[src/ups_pkg.sv]
// --------------------
// Shared types and constants for the UPS pulse controller
// DAC and ADC codes are 12-bit unsigned
// Run phase lengths are whole seconds, 8 bits each
// --------------------
`default_nettype none

package ups_pkg;

    // --------------------
    // Data types
    // --------------------
    typedef logic [11:0] dac_word_t;                // One DAC or ADC code

    typedef struct packed {
        logic      valid;                           // Single-cycle write strobe
        dac_word_t data;
    } dac_wr_t;

    typedef struct packed {
        logic [7:0] loops;                          // Number of pulse cycles
        logic [7:0] pre;                            // Seconds before the pulse
        logic [7:0] pulse;                          // Seconds with valve open
        logic [7:0] post;                           // Seconds after the pulse
    } run_cfg_t;

    // --------------------
    // Opcodes and states
    // --------------------
    typedef enum logic [1:0] {
        MODE_IDLE     = 2'd0,
        MODE_LOOPBACK = 2'd1,
        MODE_DAC_TEST = 2'd2,
        MODE_RUN      = 2'd3
    } mode_e;

    typedef enum logic [1:0] {
        CTRL_IDLE,
        CTRL_LOOPBACK,
        CTRL_DAC_TEST,
        CTRL_RUN
    } ctrl_state_e;

    typedef enum logic [2:0] {
        SEQ_INIT,
        SEQ_WAIT,
        SEQ_PRE,
        SEQ_PULSE,
        SEQ_POST
    } seq_state_e;

    typedef enum logic [2:0] {
        ST_OFF   = 3'd0,
        ST_WAIT  = 3'd1,                            // Armed, waiting for start
        ST_PRE   = 3'd2,
        ST_PULSE = 3'd3,
        ST_POST  = 3'd4
    } status_e;

    // --------------------
    // DAC and ADC constants
    // --------------------
    localparam dac_word_t TWO_VOLT  = 12'h9B2;      // Start pulse level
    localparam dac_word_t ONE_VOLT  = 12'h505;      // Level held into the pulse
    localparam dac_word_t CONV_GAIN = 12'h9B2;      // About 2/3.3 in Q0.12

endpackage

`default_nettype wire

[src/adc_scaler.sv]
// --------------------
// Scales each ADC sample by CONV_GAIN and drops 12 fraction bits
// Three register stages, fully pipelined
// No back-pressure, every sample is accepted
// --------------------
`timescale 1ns/10ps
`default_nettype none

module adc_scaler import ups_pkg::*; (
    input  logic      clk,
    input  logic      rst_n,
    input  dac_word_t adc,
    input  logic      adc_dv,
    output dac_wr_t   scaled
);

    dac_word_t   adc_q;                             // Stage 1 sample
    logic [23:0] prod_q;                            // Stage 2 full product
    dac_word_t   data_q;                            // Stage 3 sliced result
    logic [2:0]  dv_sr;                             // Valid alongside the data

    // Valid shift register
    always_ff @(posedge clk) begin
        if (!rst_n) begin
            dv_sr <= '0;
        end else begin
            dv_sr <= {dv_sr[1:0], adc_dv};
        end
    end

    // Data path, no reset needed behind the valid bits
    always_ff @(posedge clk) begin
        adc_q  <= adc;
        prod_q <= adc_q * CONV_GAIN;                // 12 x 12 into 24 bits
        data_q <= prod_q[23:12];                    // Divide by 4096
    end

    assign scaled = '{valid: dv_sr[2], data: data_q};

    // Every accepted sample comes out exactly three cycles later, with its own data
    a_scaler_latency: assert property (@(posedge clk) disable iff (!rst_n)
        adc_dv |-> ##3 (scaled.valid
                        && scaled.data == dac_word_t'((24'($past(adc, 3)) * CONV_GAIN) >> 12)));

endmodule

`default_nettype wire

[src/boxcar_filter.sv]
// --------------------
// Running average over the last 2**AVG_LOG2 scaled samples
// The current sample is part of the sum
// Samples before reset count as zero
// --------------------
`timescale 1ns/10ps
`default_nettype none

module boxcar_filter import ups_pkg::*; #(
    parameter int AVG_LOG2 = 4
) (
    input  logic    clk,
    input  logic    rst_n,
    input  dac_wr_t scaled,
    output dac_wr_t filtered
);

    localparam int DEPTH = 2 ** AVG_LOG2;
    localparam int ACC_W = 12 + AVG_LOG2;           // Room for DEPTH full-scale codes

    dac_word_t        taps [DEPTH];                 // Newest sample at index 0
    logic [ACC_W-1:0] acc;                          // Sum of all taps
    logic [ACC_W-1:0] sum_next;

    // New sum in, oldest tap out
    always_comb begin
        sum_next = acc + {{AVG_LOG2{1'b0}}, scaled.data}
                       - {{AVG_LOG2{1'b0}}, taps[DEPTH-1]};
    end

    // --------------------
    // Delay line and accumulator
    // --------------------
    always_ff @(posedge clk) begin
        if (!rst_n) begin
            acc            <= '0;
            filtered.valid <= 1'b0;
            for (int i = 0; i < DEPTH; i++) begin
                taps[i] <= '0;                      // Zero history defines the start-up sum
            end
        end else begin
            filtered.valid <= 1'b0;
            if (scaled.valid) begin
                acc     <= sum_next;
                taps[0] <= scaled.data;
                for (int i = 1; i < DEPTH; i++) begin
                    taps[i] <= taps[i-1];
                end
                filtered.valid <= 1'b1;
                filtered.data  <= sum_next[ACC_W-1:AVG_LOG2];   // Truncating divide
            end
        end
    end

endmodule

`default_nettype wire

[src/run_sequencer.sv]
// --------------------
// Run mode pulse sequence, pre-pulse then pulse then post-pulse, looped
// Each phase lasts seconds x TICKS_PER_SEC + 1 cycles
// Held in SEQ_INIT whenever run_en is low
// run_stop in an active phase wins over every other action
// --------------------
`timescale 1ns/10ps
`default_nettype none

module run_sequencer import ups_pkg::*; #(
    parameter int TICKS_PER_SEC = 100_000_000
) (
    input  logic     clk,
    input  logic     rst_n,
    input  logic     run_en,
    input  run_cfg_t run_cfg,
    input  logic     run_start,
    input  logic     run_stop,
    input  dac_wr_t  filtered,
    output dac_wr_t  seq_dac0,
    output dac_wr_t  seq_dac1,
    output logic     seq_pv,
    output status_e  seq_status
);

    localparam int CNT_W = 8 + $clog2(TICKS_PER_SEC + 1);    // 255 s worth of ticks
    localparam logic [CNT_W-1:0] ONE_SEC = CNT_W'(TICKS_PER_SEC);

    seq_state_e       state;
    logic [CNT_W-1:0] cnt;                          // Cycle within the phase
    logic [CNT_W-1:0] pre_lim;
    logic [CNT_W-1:0] pulse_lim;
    logic [CNT_W-1:0] post_lim;
    logic [7:0]       loops_q;                      // Loops left including this one

    // --------------------
    // Phase FSM
    // --------------------
    always_ff @(posedge clk) begin
        if (!rst_n) begin
            state          <= SEQ_INIT;
            cnt            <= '0;
            seq_dac0.valid <= 1'b0;
            seq_dac1.valid <= 1'b0;
            seq_pv         <= 1'b0;
            seq_status     <= ST_OFF;
        end else begin
            seq_dac0.valid <= 1'b0;                 // Strobes by default off
            seq_dac1.valid <= 1'b0;
            seq_pv         <= 1'b0;                 // Valve normally closed
            seq_status     <= ST_OFF;
            if (!run_en) begin
                state <= SEQ_INIT;
            end else begin
                case (state)
                    SEQ_INIT: begin
                        seq_dac0   <= '{valid: 1'b1, data: '0};     // Park both DACs
                        seq_dac1   <= '{valid: 1'b1, data: '0};
                        seq_status <= ST_WAIT;
                        state      <= SEQ_WAIT;
                    end
                    SEQ_WAIT: begin
                        seq_status <= ST_WAIT;
                        if (run_start) begin
                            loops_q   <= run_cfg.loops;
                            pre_lim   <= CNT_W'(run_cfg.pre) * ONE_SEC;
                            pulse_lim <= CNT_W'(run_cfg.pulse) * ONE_SEC;
                            post_lim  <= CNT_W'(run_cfg.post) * ONE_SEC;
                            cnt       <= '0;
                            state     <= SEQ_PRE;
                        end
                    end
                    SEQ_PRE: begin
                        seq_status <= ST_PRE;
                        if (cnt == '0) begin
                            seq_dac1 <= '{valid: 1'b1, data: TWO_VOLT};  // Start pulse
                        end
                        if (cnt == ONE_SEC) begin
                            seq_dac1 <= '{valid: 1'b1, data: '0};        // End of 1 s start
                        end
                        if (cnt == pre_lim) begin
                            seq_dac1 <= '{valid: 1'b1, data: ONE_VOLT};  // Last write wins
                            cnt      <= '0;
                            state    <= SEQ_PULSE;
                        end else begin
                            cnt <= cnt + 1'b1;
                        end
                    end
                    SEQ_PULSE: begin
                        seq_status <= ST_PULSE;
                        seq_pv     <= 1'b1;
                        if (cnt == pulse_lim) begin
                            seq_dac0 <= '{valid: 1'b1, data: '0};        // Close out the pulse
                            seq_dac1 <= '{valid: 1'b1, data: '0};
                            cnt      <= '0;
                            state    <= SEQ_POST;
                        end else begin
                            seq_dac0 <= filtered;                        // Pressure feed-through
                            cnt      <= cnt + 1'b1;
                        end
                    end
                    SEQ_POST: begin
                        seq_status <= ST_POST;
                        if (cnt == post_lim) begin
                            cnt <= '0;
                            if (loops_q > 8'd1) begin
                                loops_q <= loops_q - 8'd1;
                                state   <= SEQ_PRE;
                            end else begin
                                state <= SEQ_WAIT;
                            end
                        end else begin
                            cnt <= cnt + 1'b1;
                        end
                    end
                    default: state <= SEQ_INIT;
                endcase

                // Stop overrides the phase actions above
                if (run_stop && (state inside {SEQ_PRE, SEQ_PULSE, SEQ_POST})) begin
                    seq_dac0.valid <= 1'b0;
                    seq_dac1.valid <= 1'b0;
                    seq_pv         <= 1'b0;
                    state          <= SEQ_INIT;
                end
            end
        end
    end

    // Valve opens only for cycles spent in the pulse phase
    a_pv_in_pulse: assert property (@(posedge clk) disable iff (!rst_n)
        seq_pv |-> $past(state == SEQ_PULSE));

endmodule

`default_nettype wire

[src/mode_controller.sv]
// --------------------
// Mode FSM selecting the DAC, valve and status sources
// All outputs are registered, one cycle behind their source
// mode_update forces idle and clears every strobe
// --------------------
`timescale 1ns/10ps
`default_nettype none

module mode_controller import ups_pkg::*; (
    input  logic    clk,
    input  logic    rst_n,
    input  mode_e   mode,
    input  logic    mode_update,
    input  dac_wr_t filtered,
    input  dac_wr_t dac0_test,
    input  dac_wr_t dac1_test,
    input  logic    pv_test,
    input  dac_wr_t seq_dac0,
    input  dac_wr_t seq_dac1,
    input  logic    seq_pv,
    input  status_e seq_status,
    output logic    run_en,
    output dac_wr_t dac0,
    output dac_wr_t dac1,
    output logic    pv,
    output status_e status
);

    ctrl_state_e state;

    assign run_en = (state == CTRL_RUN);            // Releases the sequencer from init

    always_ff @(posedge clk) begin
        if (!rst_n) begin
            state      <= CTRL_IDLE;
            dac0.valid <= 1'b0;
            dac1.valid <= 1'b0;
            pv         <= 1'b0;
            status     <= ST_OFF;
        end else begin
            dac0.valid <= 1'b0;
            dac1.valid <= 1'b0;
            pv         <= 1'b0;
            status     <= ST_OFF;                   // Off outside run mode
            if (mode_update) begin
                state <= CTRL_IDLE;
            end else begin
                case (state)
                    CTRL_IDLE: begin
                        case (mode)
                            MODE_LOOPBACK: state <= CTRL_LOOPBACK;
                            MODE_DAC_TEST: state <= CTRL_DAC_TEST;
                            MODE_RUN:      state <= CTRL_RUN;
                            default:       state <= CTRL_IDLE;
                        endcase
                    end
                    CTRL_LOOPBACK: begin
                        dac0 <= filtered;           // Same sample on both channels
                        dac1 <= filtered;
                        pv   <= pv_test;
                    end
                    CTRL_DAC_TEST: begin
                        dac0 <= dac0_test;
                        dac1 <= dac1_test;
                        pv   <= pv_test;
                    end
                    CTRL_RUN: begin
                        dac0   <= seq_dac0;
                        dac1   <= seq_dac1;
                        pv     <= seq_pv;
                        status <= seq_status;
                    end
                endcase
            end
        end
    end

    // Idle entered by reset or mode_update never carries a write
    a_idle_quiet: assert property (@(posedge clk) disable iff (!rst_n)
        (state == CTRL_IDLE) |-> !(dac0.valid || dac1.valid));

endmodule

`default_nettype wire

[src/ups_top.sv]
// --------------------
// UPS pulse controller top level
// TICKS_PER_SEC sets the clock rate in cycles per second
// AVG_LOG2 sets the boxcar depth as a power of two
// --------------------
`timescale 1ns/10ps
`default_nettype none

module ups_top import ups_pkg::*; #(
    parameter int TICKS_PER_SEC = 100_000_000,
    parameter int AVG_LOG2      = 4
) (
    input  logic      clk,
    input  logic      rst_n,
    // ADC sample stream
    input  dac_word_t adc,
    input  logic      adc_dv,
    // Mode select
    input  mode_e     mode,
    input  logic      mode_update,
    // Test mode inputs
    input  dac_wr_t   dac0_test,
    input  dac_wr_t   dac1_test,
    input  logic      pv_test,
    // Run mode control
    input  run_cfg_t  run_cfg,
    input  logic      run_start,
    input  logic      run_stop,
    // Outputs
    output dac_wr_t   dac0,
    output dac_wr_t   dac1,
    output logic      pv,
    output status_e   status
);

    dac_wr_t scaled;
    dac_wr_t filtered;
    dac_wr_t seq_dac0;
    dac_wr_t seq_dac1;
    logic    seq_pv;
    status_e seq_status;
    logic    run_en;

    // --------------------
    // ADC path
    // --------------------
    adc_scaler u_adc_scaler (
        .clk    (clk),
        .rst_n  (rst_n),
        .adc    (adc),
        .adc_dv (adc_dv),
        .scaled (scaled)
    );

    boxcar_filter #(
        .AVG_LOG2 (AVG_LOG2)
    ) u_boxcar_filter (
        .clk      (clk),
        .rst_n    (rst_n),
        .scaled   (scaled),
        .filtered (filtered)
    );

    // --------------------
    // Control
    // --------------------
    run_sequencer #(
        .TICKS_PER_SEC (TICKS_PER_SEC)
    ) u_run_sequencer (
        .clk        (clk),
        .rst_n      (rst_n),
        .run_en     (run_en),
        .run_cfg    (run_cfg),
        .run_start  (run_start),
        .run_stop   (run_stop),
        .filtered   (filtered),
        .seq_dac0   (seq_dac0),
        .seq_dac1   (seq_dac1),
        .seq_pv     (seq_pv),
        .seq_status (seq_status)
    );

    mode_controller u_mode_controller (
        .clk         (clk),
        .rst_n       (rst_n),
        .mode        (mode),
        .mode_update (mode_update),
        .filtered    (filtered),
        .dac0_test   (dac0_test),
        .dac1_test   (dac1_test),
        .pv_test     (pv_test),
        .seq_dac0    (seq_dac0),
        .seq_dac1    (seq_dac1),
        .seq_pv      (seq_pv),
        .seq_status  (seq_status),
        .run_en      (run_en),
        .dac0        (dac0),
        .dac1        (dac1),
        .pv          (pv),
        .status      (status)
    );

endmodule

`default_nettype wire

[config.mk]
export PLATFORM = sky130hd
export DESIGN_NAME = ups_top
export DESIGN_NICKNAME = d
export VERILOG_FILES = /design/src/ups_pkg.sv /design/src/adc_scaler.sv /design/src/boxcar_filter.sv /design/src/run_sequencer.sv /design/src/mode_controller.sv /design/src/ups_top.sv
export SDC_FILE = /design/constraint.sdc
export NUM_CORES = 1
export LEC_CHECK = 0
export BUFFER_PORTS_ARGS = -buffer_cell sky130_fd_sc_hd__buf_2
export CAP_MARGIN = 10
export CORE_ASPECT_RATIO = 2
export CORE_MARGIN = 2
export CORE_UTILIZATION = 45
export DETAILED_ROUTE_END_ITERATION = 10
export GPL_TIMING_DRIVEN = 0
export PLACE_DENSITY_LB_ADDON = 0.2
export RECOVER_POWER = 25
export SYNTH_ARGS = -nofsm -noshare
export SYNTH_HDL_FRONTEND = slang
export SYNTH_HIERARCHICAL = 1
export SYNTH_SLANG_ARGS = --single-unit
[constraint.sdc]
create_clock -name clk -period 8.7 [get_ports clk]
set_input_delay 0.435 -clock clk [delete_from_list [all_inputs] [get_ports clk]]
set_output_delay 0.435 -clock clk [all_outputs]
set_load 0.01 [all_outputs]
* After elaboration in Yosys (flattened, before gate mapping)
Memories as Yosys holds them, arrays and structs flattened.
Cells that the tools add are included.
** Word-level totals
- Flip-flop bits (word level) :: 268
- Logic and storage cells :: 148
- Output and inout bits :: 30
- Input port bits :: 79
- Memories :: 1
- Memory bits (writable) :: 192
** Operators by class
- Multipliers :: 4
- Reductions and logical operators :: 24
- Magnitude comparators :: 1
- Bitwise gates (word level) :: 19
- Eq/ne operators :: 20
- $add $sub $neg :: 4
- Mux-type cells :: 49
** Memories
- u_boxcar_filter.taps :: words 16, bits a word 12, read ports 16, clocked after memory_dff 0, wr ports 16, line boxcar_filter.sv:21 : dac_word_t taps [DEPTH];
** Operators with widths (count)
- 12-bit two-way mux :: 16
- 35-bit two-way mux :: 4
- 35-bit case mux with 4 select lines :: 1
- 13-bit case mux with 3 select lines :: 3
- 35-bit equality test :: 3
- 8-bit by 19-bit multiplier with 27-bit output, second input constant :: 3
- 13-bit two-way mux :: 6
- 35-bit by 1-bit adder with 35-bit output, second input constant :: 1
- 35-bit by 27-bit equality test with 1-bit output, second input constant :: 1
- 35-bit zero test :: 1
- 13-bit case mux with 2 select lines :: 1
- 8-bit two-way mux :: 3
- 12-bit by 11-bit multiplier with 23-bit output, second input constant :: 1
- 16-bit by 12-bit adder with 16-bit output :: 1
- 1-bit bitwise OR :: 16
- 8-bit case mux with 2 select lines :: 1
- 16-bit by 12-bit subtractor with 16-bit output :: 1
- 3-bit case mux with 5 select lines :: 1
- 3-bit two-way mux :: 4
- 3-bit case mux with 4 select lines :: 1
- 3-bit AND reduction :: 3
- 3-bit nonzero test :: 3
- 2-bit equality test, second input constant :: 4
- 8-bit by 1-bit greater-than comparator with 1-bit output, second input constant :: 1
- other kinds (24) :: 41

* Longest topological paths before layout
- Depth after elaboration :: 5
- Mapped depth :: 17
- Gate-level depth less buffers :: 17

* By module
The synthesis kept the hierarchy.
** By module, submodules not included
- run_sequencer :: seq. area each 4003.8 um^2, area an instance 13661.9 um^2, cells an instance 1363, times used 1
- boxcar_filter :: seq. area each 6466.2 um^2, area an instance 9191.3 um^2, cells an instance 642, times used 1
- adc_scaler :: seq. area each 780.7 um^2, area an instance 3129.3 um^2, cells an instance 298, times used 1
- mode_controller :: seq. area each 880.8 um^2, area an instance 1498.9 um^2, cells an instance 116, times used 1

* Worst setup path before layout
Ideal clock, no wire load.
- Path type :: reg-to-reg
- Start :: reg u_mode_controller.state[0]
- End :: reg u_run_sequencer.post_lim[10] (enable)
- Arrival time :: 6.500 ns
- Data required time :: 8.080 ns
- Buffers on the path :: 0
- Setup time :: 0.620 ns
- Setup slack :: 1.580 ns
- Stages on the path, launching flop included :: 4
- Cells stage by stage :: dfxtp_1 ha_1 nand3_1 nor3_1
** Between the ends
- Word-level cells in the longest chain between the ends :: 2
** RTL lines
- start, declared :: line mode_controller.sv:29 : ctrl_state_e state;
- start signal, assigned :: line mode_controller.sv:35 : state <= CTRL_IDLE;
- start signal, assigned :: line mode_controller.sv:46 : state <= CTRL_IDLE;
- start signal, assigned :: line mode_controller.sv:51 : MODE_LOOPBACK: state <= CTRL_LOOPBACK;
- 2-bit equality test :: line mode_controller.sv:31 : assign run_en = (state == CTRL_RUN);
- named net run_en :: line ups_top.sv:42 : logic run_en;
- 4-bit AND reduction (no source line)
- end signal, assigned :: line run_sequencer.sv:68 : post_lim <= CNT_W'(run_cfg.post) * ONE_SEC;
- end, declared :: line run_sequencer.sv:33 : logic [CNT_W-1:0] post_lim;
The timed path passes the listed nets, and every way through them passes these cells.
A chain may end at the register's enable or synchronous reset.

* Worst setup path in the final report
- Start :: in run_cfg[5] (netlist bit)
- End :: reg u_run_sequencer.post_lim[32] (data pin)
** Between the ends
- Word-level cells in the longest chain between the ends :: 1
** RTL lines
- start, declared :: line ups_top.sv:26 : input run_cfg_t run_cfg,
- 8-bit by 19-bit multiplier with 27-bit output :: line run_sequencer.sv:68
Every way passes these cells.

==> flow_summary.json <==
{
  "synth_area_leaders": "edfxtp_1, fa_1, ha_1",
  "dpl.hpwl_um": 51300,
  "required_ns": 8.97,
  "synth.largest_area_cell": "edfxtp_1",
  "finalCriticalPeriod_ns": 5.14,
  "io_pins": 109,
  "peakVddDrop_mv": 0.143,
  "drive_above_1_share_pct": 7.29,
  "cp-end-kind": "register",
  "area_delta_synth_final_pct": 10.7,
  "n_fill_cell": 5476,
  "synthTopCellsByCount": "inv_1, edfxtp_1, ha_1, fa_1, nor2_1",
  "maxCapViolCount": 0,
  "dp.cells": 3318,
  "crit_buf_inv": 5,
  "avgSynthCellArea_um2": 11.4,
  "wl_per_cell_um": 18.8,
  "grt_pass1_wl_um": 100000,
  "drv_slew": 0,
  "ys.flop_type": "edfxtp_1",
  "clock_power_share_pct": 20.5,
  "cts_buffer_depth": 3,
  "timing_hold_violations_final": 0,
  "async_flop_share_pct": 0,
  "syn_inst": 2419,
  "p_int_w": 0.00512,
  "grt_max_degree": 120,
  "tritoncts": "built",
  "slew_headroom_pct": 15.7,
  "yosys_warnings": 6,
  "cts_made_buffers": 41,
  "tightestPinTransition_ns": 1.25,
  "cts-hold-fix-buffers": 9,
  "ys_seq_area_share_pct": 44.1,
  "clock_latency_ns": 0.54,
  "grt.total_usage_pct": 20.6,
  "ys_types": 80,
  "worstSetupStartpointType": "input pin",
  "synth_edf_count": 332,
  "placed_cell_area_mm2": 0.0291,
  "crit_chain": "buf_2, fa_1, inv_1, fa_1, inv_1, fa_1, inv_1, fa_1, inv_1, ha_1, a21o_1, a2111oi_0, or3b_2, and4_1, o21ai_0, mux2i_1, nand2_1",
  "worstPathArrival_ns": 5.42,
  "cp_slowest_cell": "fa_1",
  "fmax_mhz": 194,
  "powerDensity_mw_per_mm2": 272,
  "hold_class": "input pin to register",
  "finClkSkew_ns": 0.0204,
  "portBuffers": 108,
  "dieWidth_um": 179,
  "overflow": 0,
  "core_area_mm2": 0.0607,
  "nets": 3076,
  "cts_setup_buffers": 0,
  "synth_area_mm2": 0.0275,
  "p_sw_share_pct": 38.2,
  "antenna_found_initial": 1,
  "die_h_um": 353,
  "cp_max_fo": 6,
  "drtIter0Drc": 1016,
  "leakagePower_nw": 13.4,
  "path_delay_family": "adder cells",
  "clk_pin_slew_ns": 0.06,
  "crit_type": "input pin to register",
  "rsz0062_at_grt": "false",
  "critPathMaxStageDelay_ns": 0.65,
  "synth_top_area_share_pct": 36.3,
  "cts_max_level": 2,
  "design_area_mm2": 0.0304,
  "gp_congestion": 0.883,
  "power.switching_w": 0.00317,
  "seqPwrFrac_pct": 31.8,
  "drt-vias-per-instance": 5.26,
  "final_cells": 3402,
  "clock_sinks": 440,
  "num_rows": 128,
  "drc": 0,
  "cts_resized": 0,
  "grt_pass1_vias": 19100,
  "synth.most_common_cell": "inv_1",
  "die-area_mm2": 0.0632,
  "synth-seq-cells": 440,
  "setup_violations": 0,
  "start_util_pct": 45.3,
  "num_vias": 17900,
  "status": "complete, no violations",
  "finalCritPeriodShare_pct": 59.1,
  "p_comb_share_pct": 47.7,
  "dr.pass1.iters": 8,
  "total_power_w": 0.00829,
  "wl_um": 63900,
  "detail-route-antenna-nets": 0,
  "cts_root_buf": "clkbuf_16",
  "setup_tns_ns": 0
}
-- metal layers --
| layer | vias to the layer above | global-route usage, % | share of wire (%) | wire, um |
|---|---|---|---|---|
| met5 | - | 0 | 0 | 0 |
| li1 | 8596 | - | - | - |
| met4 | 0 | 9.93 | 5.3 | 3370 |
| met2 | 366 | 42.0 | 59 | 37400 |
| met3 | 145 | 1.72 | 2.6 | 1650 |
| met1 | 8796 | 19.8 | 34 | 21500 |
-- worst paths after layout --
check / start / to / slack (ns) / cells past startpoint
max: run_cfg[5] / u_run_sequencer/post_lim[32]$_DFFE_PP_ / 3.56 / 17
min: adc[3] / u_adc_scaler/adc_q[3]$_DFF_P_ / 0.07 / 1
max reg2reg: u_adc_scaler/adc_q[8]$_DFF_P_ / u_adc_scaler/prod_q[23]$_DFF_P_ / 4.21 / 16
min reg2reg: u_adc_scaler/prod_q[16]$_DFF_P_ / u_adc_scaler/data_q[4]$_DFF_P_ / 0.33 / 0
-- cells by family (layout without fill, tap and decap cells) --
logic type,after synthesis,in the layout,share of synthesized area (%)
compound gates,272,272,7.06
simple gates,599,599,11.8
xor+xnor,195,195,6.21
mux,12,12,0.437
flops,440,440,44.1
other cells,1,4,0.0136
buf+inv,493,693,7.31
fa+ha+maj,407,407,23.0
-- area by class of cell --
class	instances	area, um2	share of cell area [%]
multi-input combinational	1488	13400	43.9
buffer	98	505	1.66
clock inverter	24	166	0.547
antenna	1	2.50	0.00823
sequential	440	12100	39.9
inverter	395	1490	4.90
timing repair buffer	126	684	2.25
clock buffer	50	1090	3.59
tap	780	976	3.21
-- placed cells by master, fill, tap and decap left out, types with 11 or more instances in the layout --
cell type | netlist | routed
buf_6 | 13 | 17
a222oi_1 | 26 | 26
edfxtp_1 | 332 | 332
and2_1 | 95 | 47
mux2i_1 | 12 | 12
buf_2 | 12 | 71
o21ai_0 | 38 | 38
dfxtp_1 | 108 | 108
xor2_1 | 64 | 64
nand3_1 | 35 | 35
ha_1 | 244 | 244
nor2_1 | 133 | 133
and2_0 | 0 | 48
fa_1 | 163 | 163
clkbuf_1 | 59 | 120
inv_1 | 395 | 394
nor2b_1 | 25 | 25
a21oi_1 | 63 | 63
clkbuf_16 | 0 | 42
nor4_1 | 26 | 24
nand4_1 | 34 | 34
a31oi_1 | 15 | 15
nor3_1 | 35 | 34
xnor2_1 | 131 | 131
buf_4 | 12 | 11
a21o_1 | 35 | 35
nand2_1 | 53 | 53
and3_1 | 121 | 121
-- metrics by stage --
| stage | util, % | setup WS [ns] | hold slack [ns] |
|---|---|---|---|
| 3_3_place_gp | 47.8 | -1.00 | 0.317 |
| 5_1_grt | 50.1 | 3.35 | 0.0636 |
| 6_report | 50.1 | 3.56 | 0.0748 |
| 4_1_cts | 50.2 | 3.61 | 0.0298 |
| 2_1_floorplan | - | 1.58 | 0.310 |
| 3_5_place_dp | 48.0 | 3.05 | 0.316 |
-- worst reg2reg max path, delay by kind of cell (launching register included) --
family,cells,cell delay (ns)
compound gates,5,0.86
fa+ha+maj,6,2.75
flops,1,0.39
buf+inv,4,0.21
xor+xnor,1,0.16
-- power groups by stage --
stage	logic, W	clock network, W	registers (W)
after floorplan	0.00298	0	0.00265
after global placement	0.00384	0	0.00270
after detailed placement	0.00395	0	0.00268
after CTS	0.00398	0.00175	0.00264
after global routing	0.00444	0.00182	0.00265
final	0.00395	0.00170	0.00264
-- sequential cells by signal (all words and copies together), names as in the netlist --
name                        flops
u_boxcar_filter/taps          192
u_run_sequencer/cnt            35
u_run_sequencer/post_lim       27
u_run_sequencer/pre_lim        27
u_run_sequencer/pulse_lim      27
u_boxcar_filter/acc            16
u_boxcar_filter/filtered       13
u_mode_controller/dac0         13
u_mode_controller/dac1         13
u_run_sequencer/seq_dac0       13
u_adc_scaler/adc_q             12
u_adc_scaler/data_q            12
u_adc_scaler/prod_q            12
u_run_sequencer/loops_q         8
u_run_sequencer/seq_dac1        4
u_adc_scaler/dv_sr              3
u_mode_controller/status        3
u_run_sequencer/seq_status      3
u_run_sequencer/state           3
u_mode_controller/state         2
u_mode_controller/pv            1
u_run_sequencer/seq_pv          1
Power figures use the tool's default switching activity.
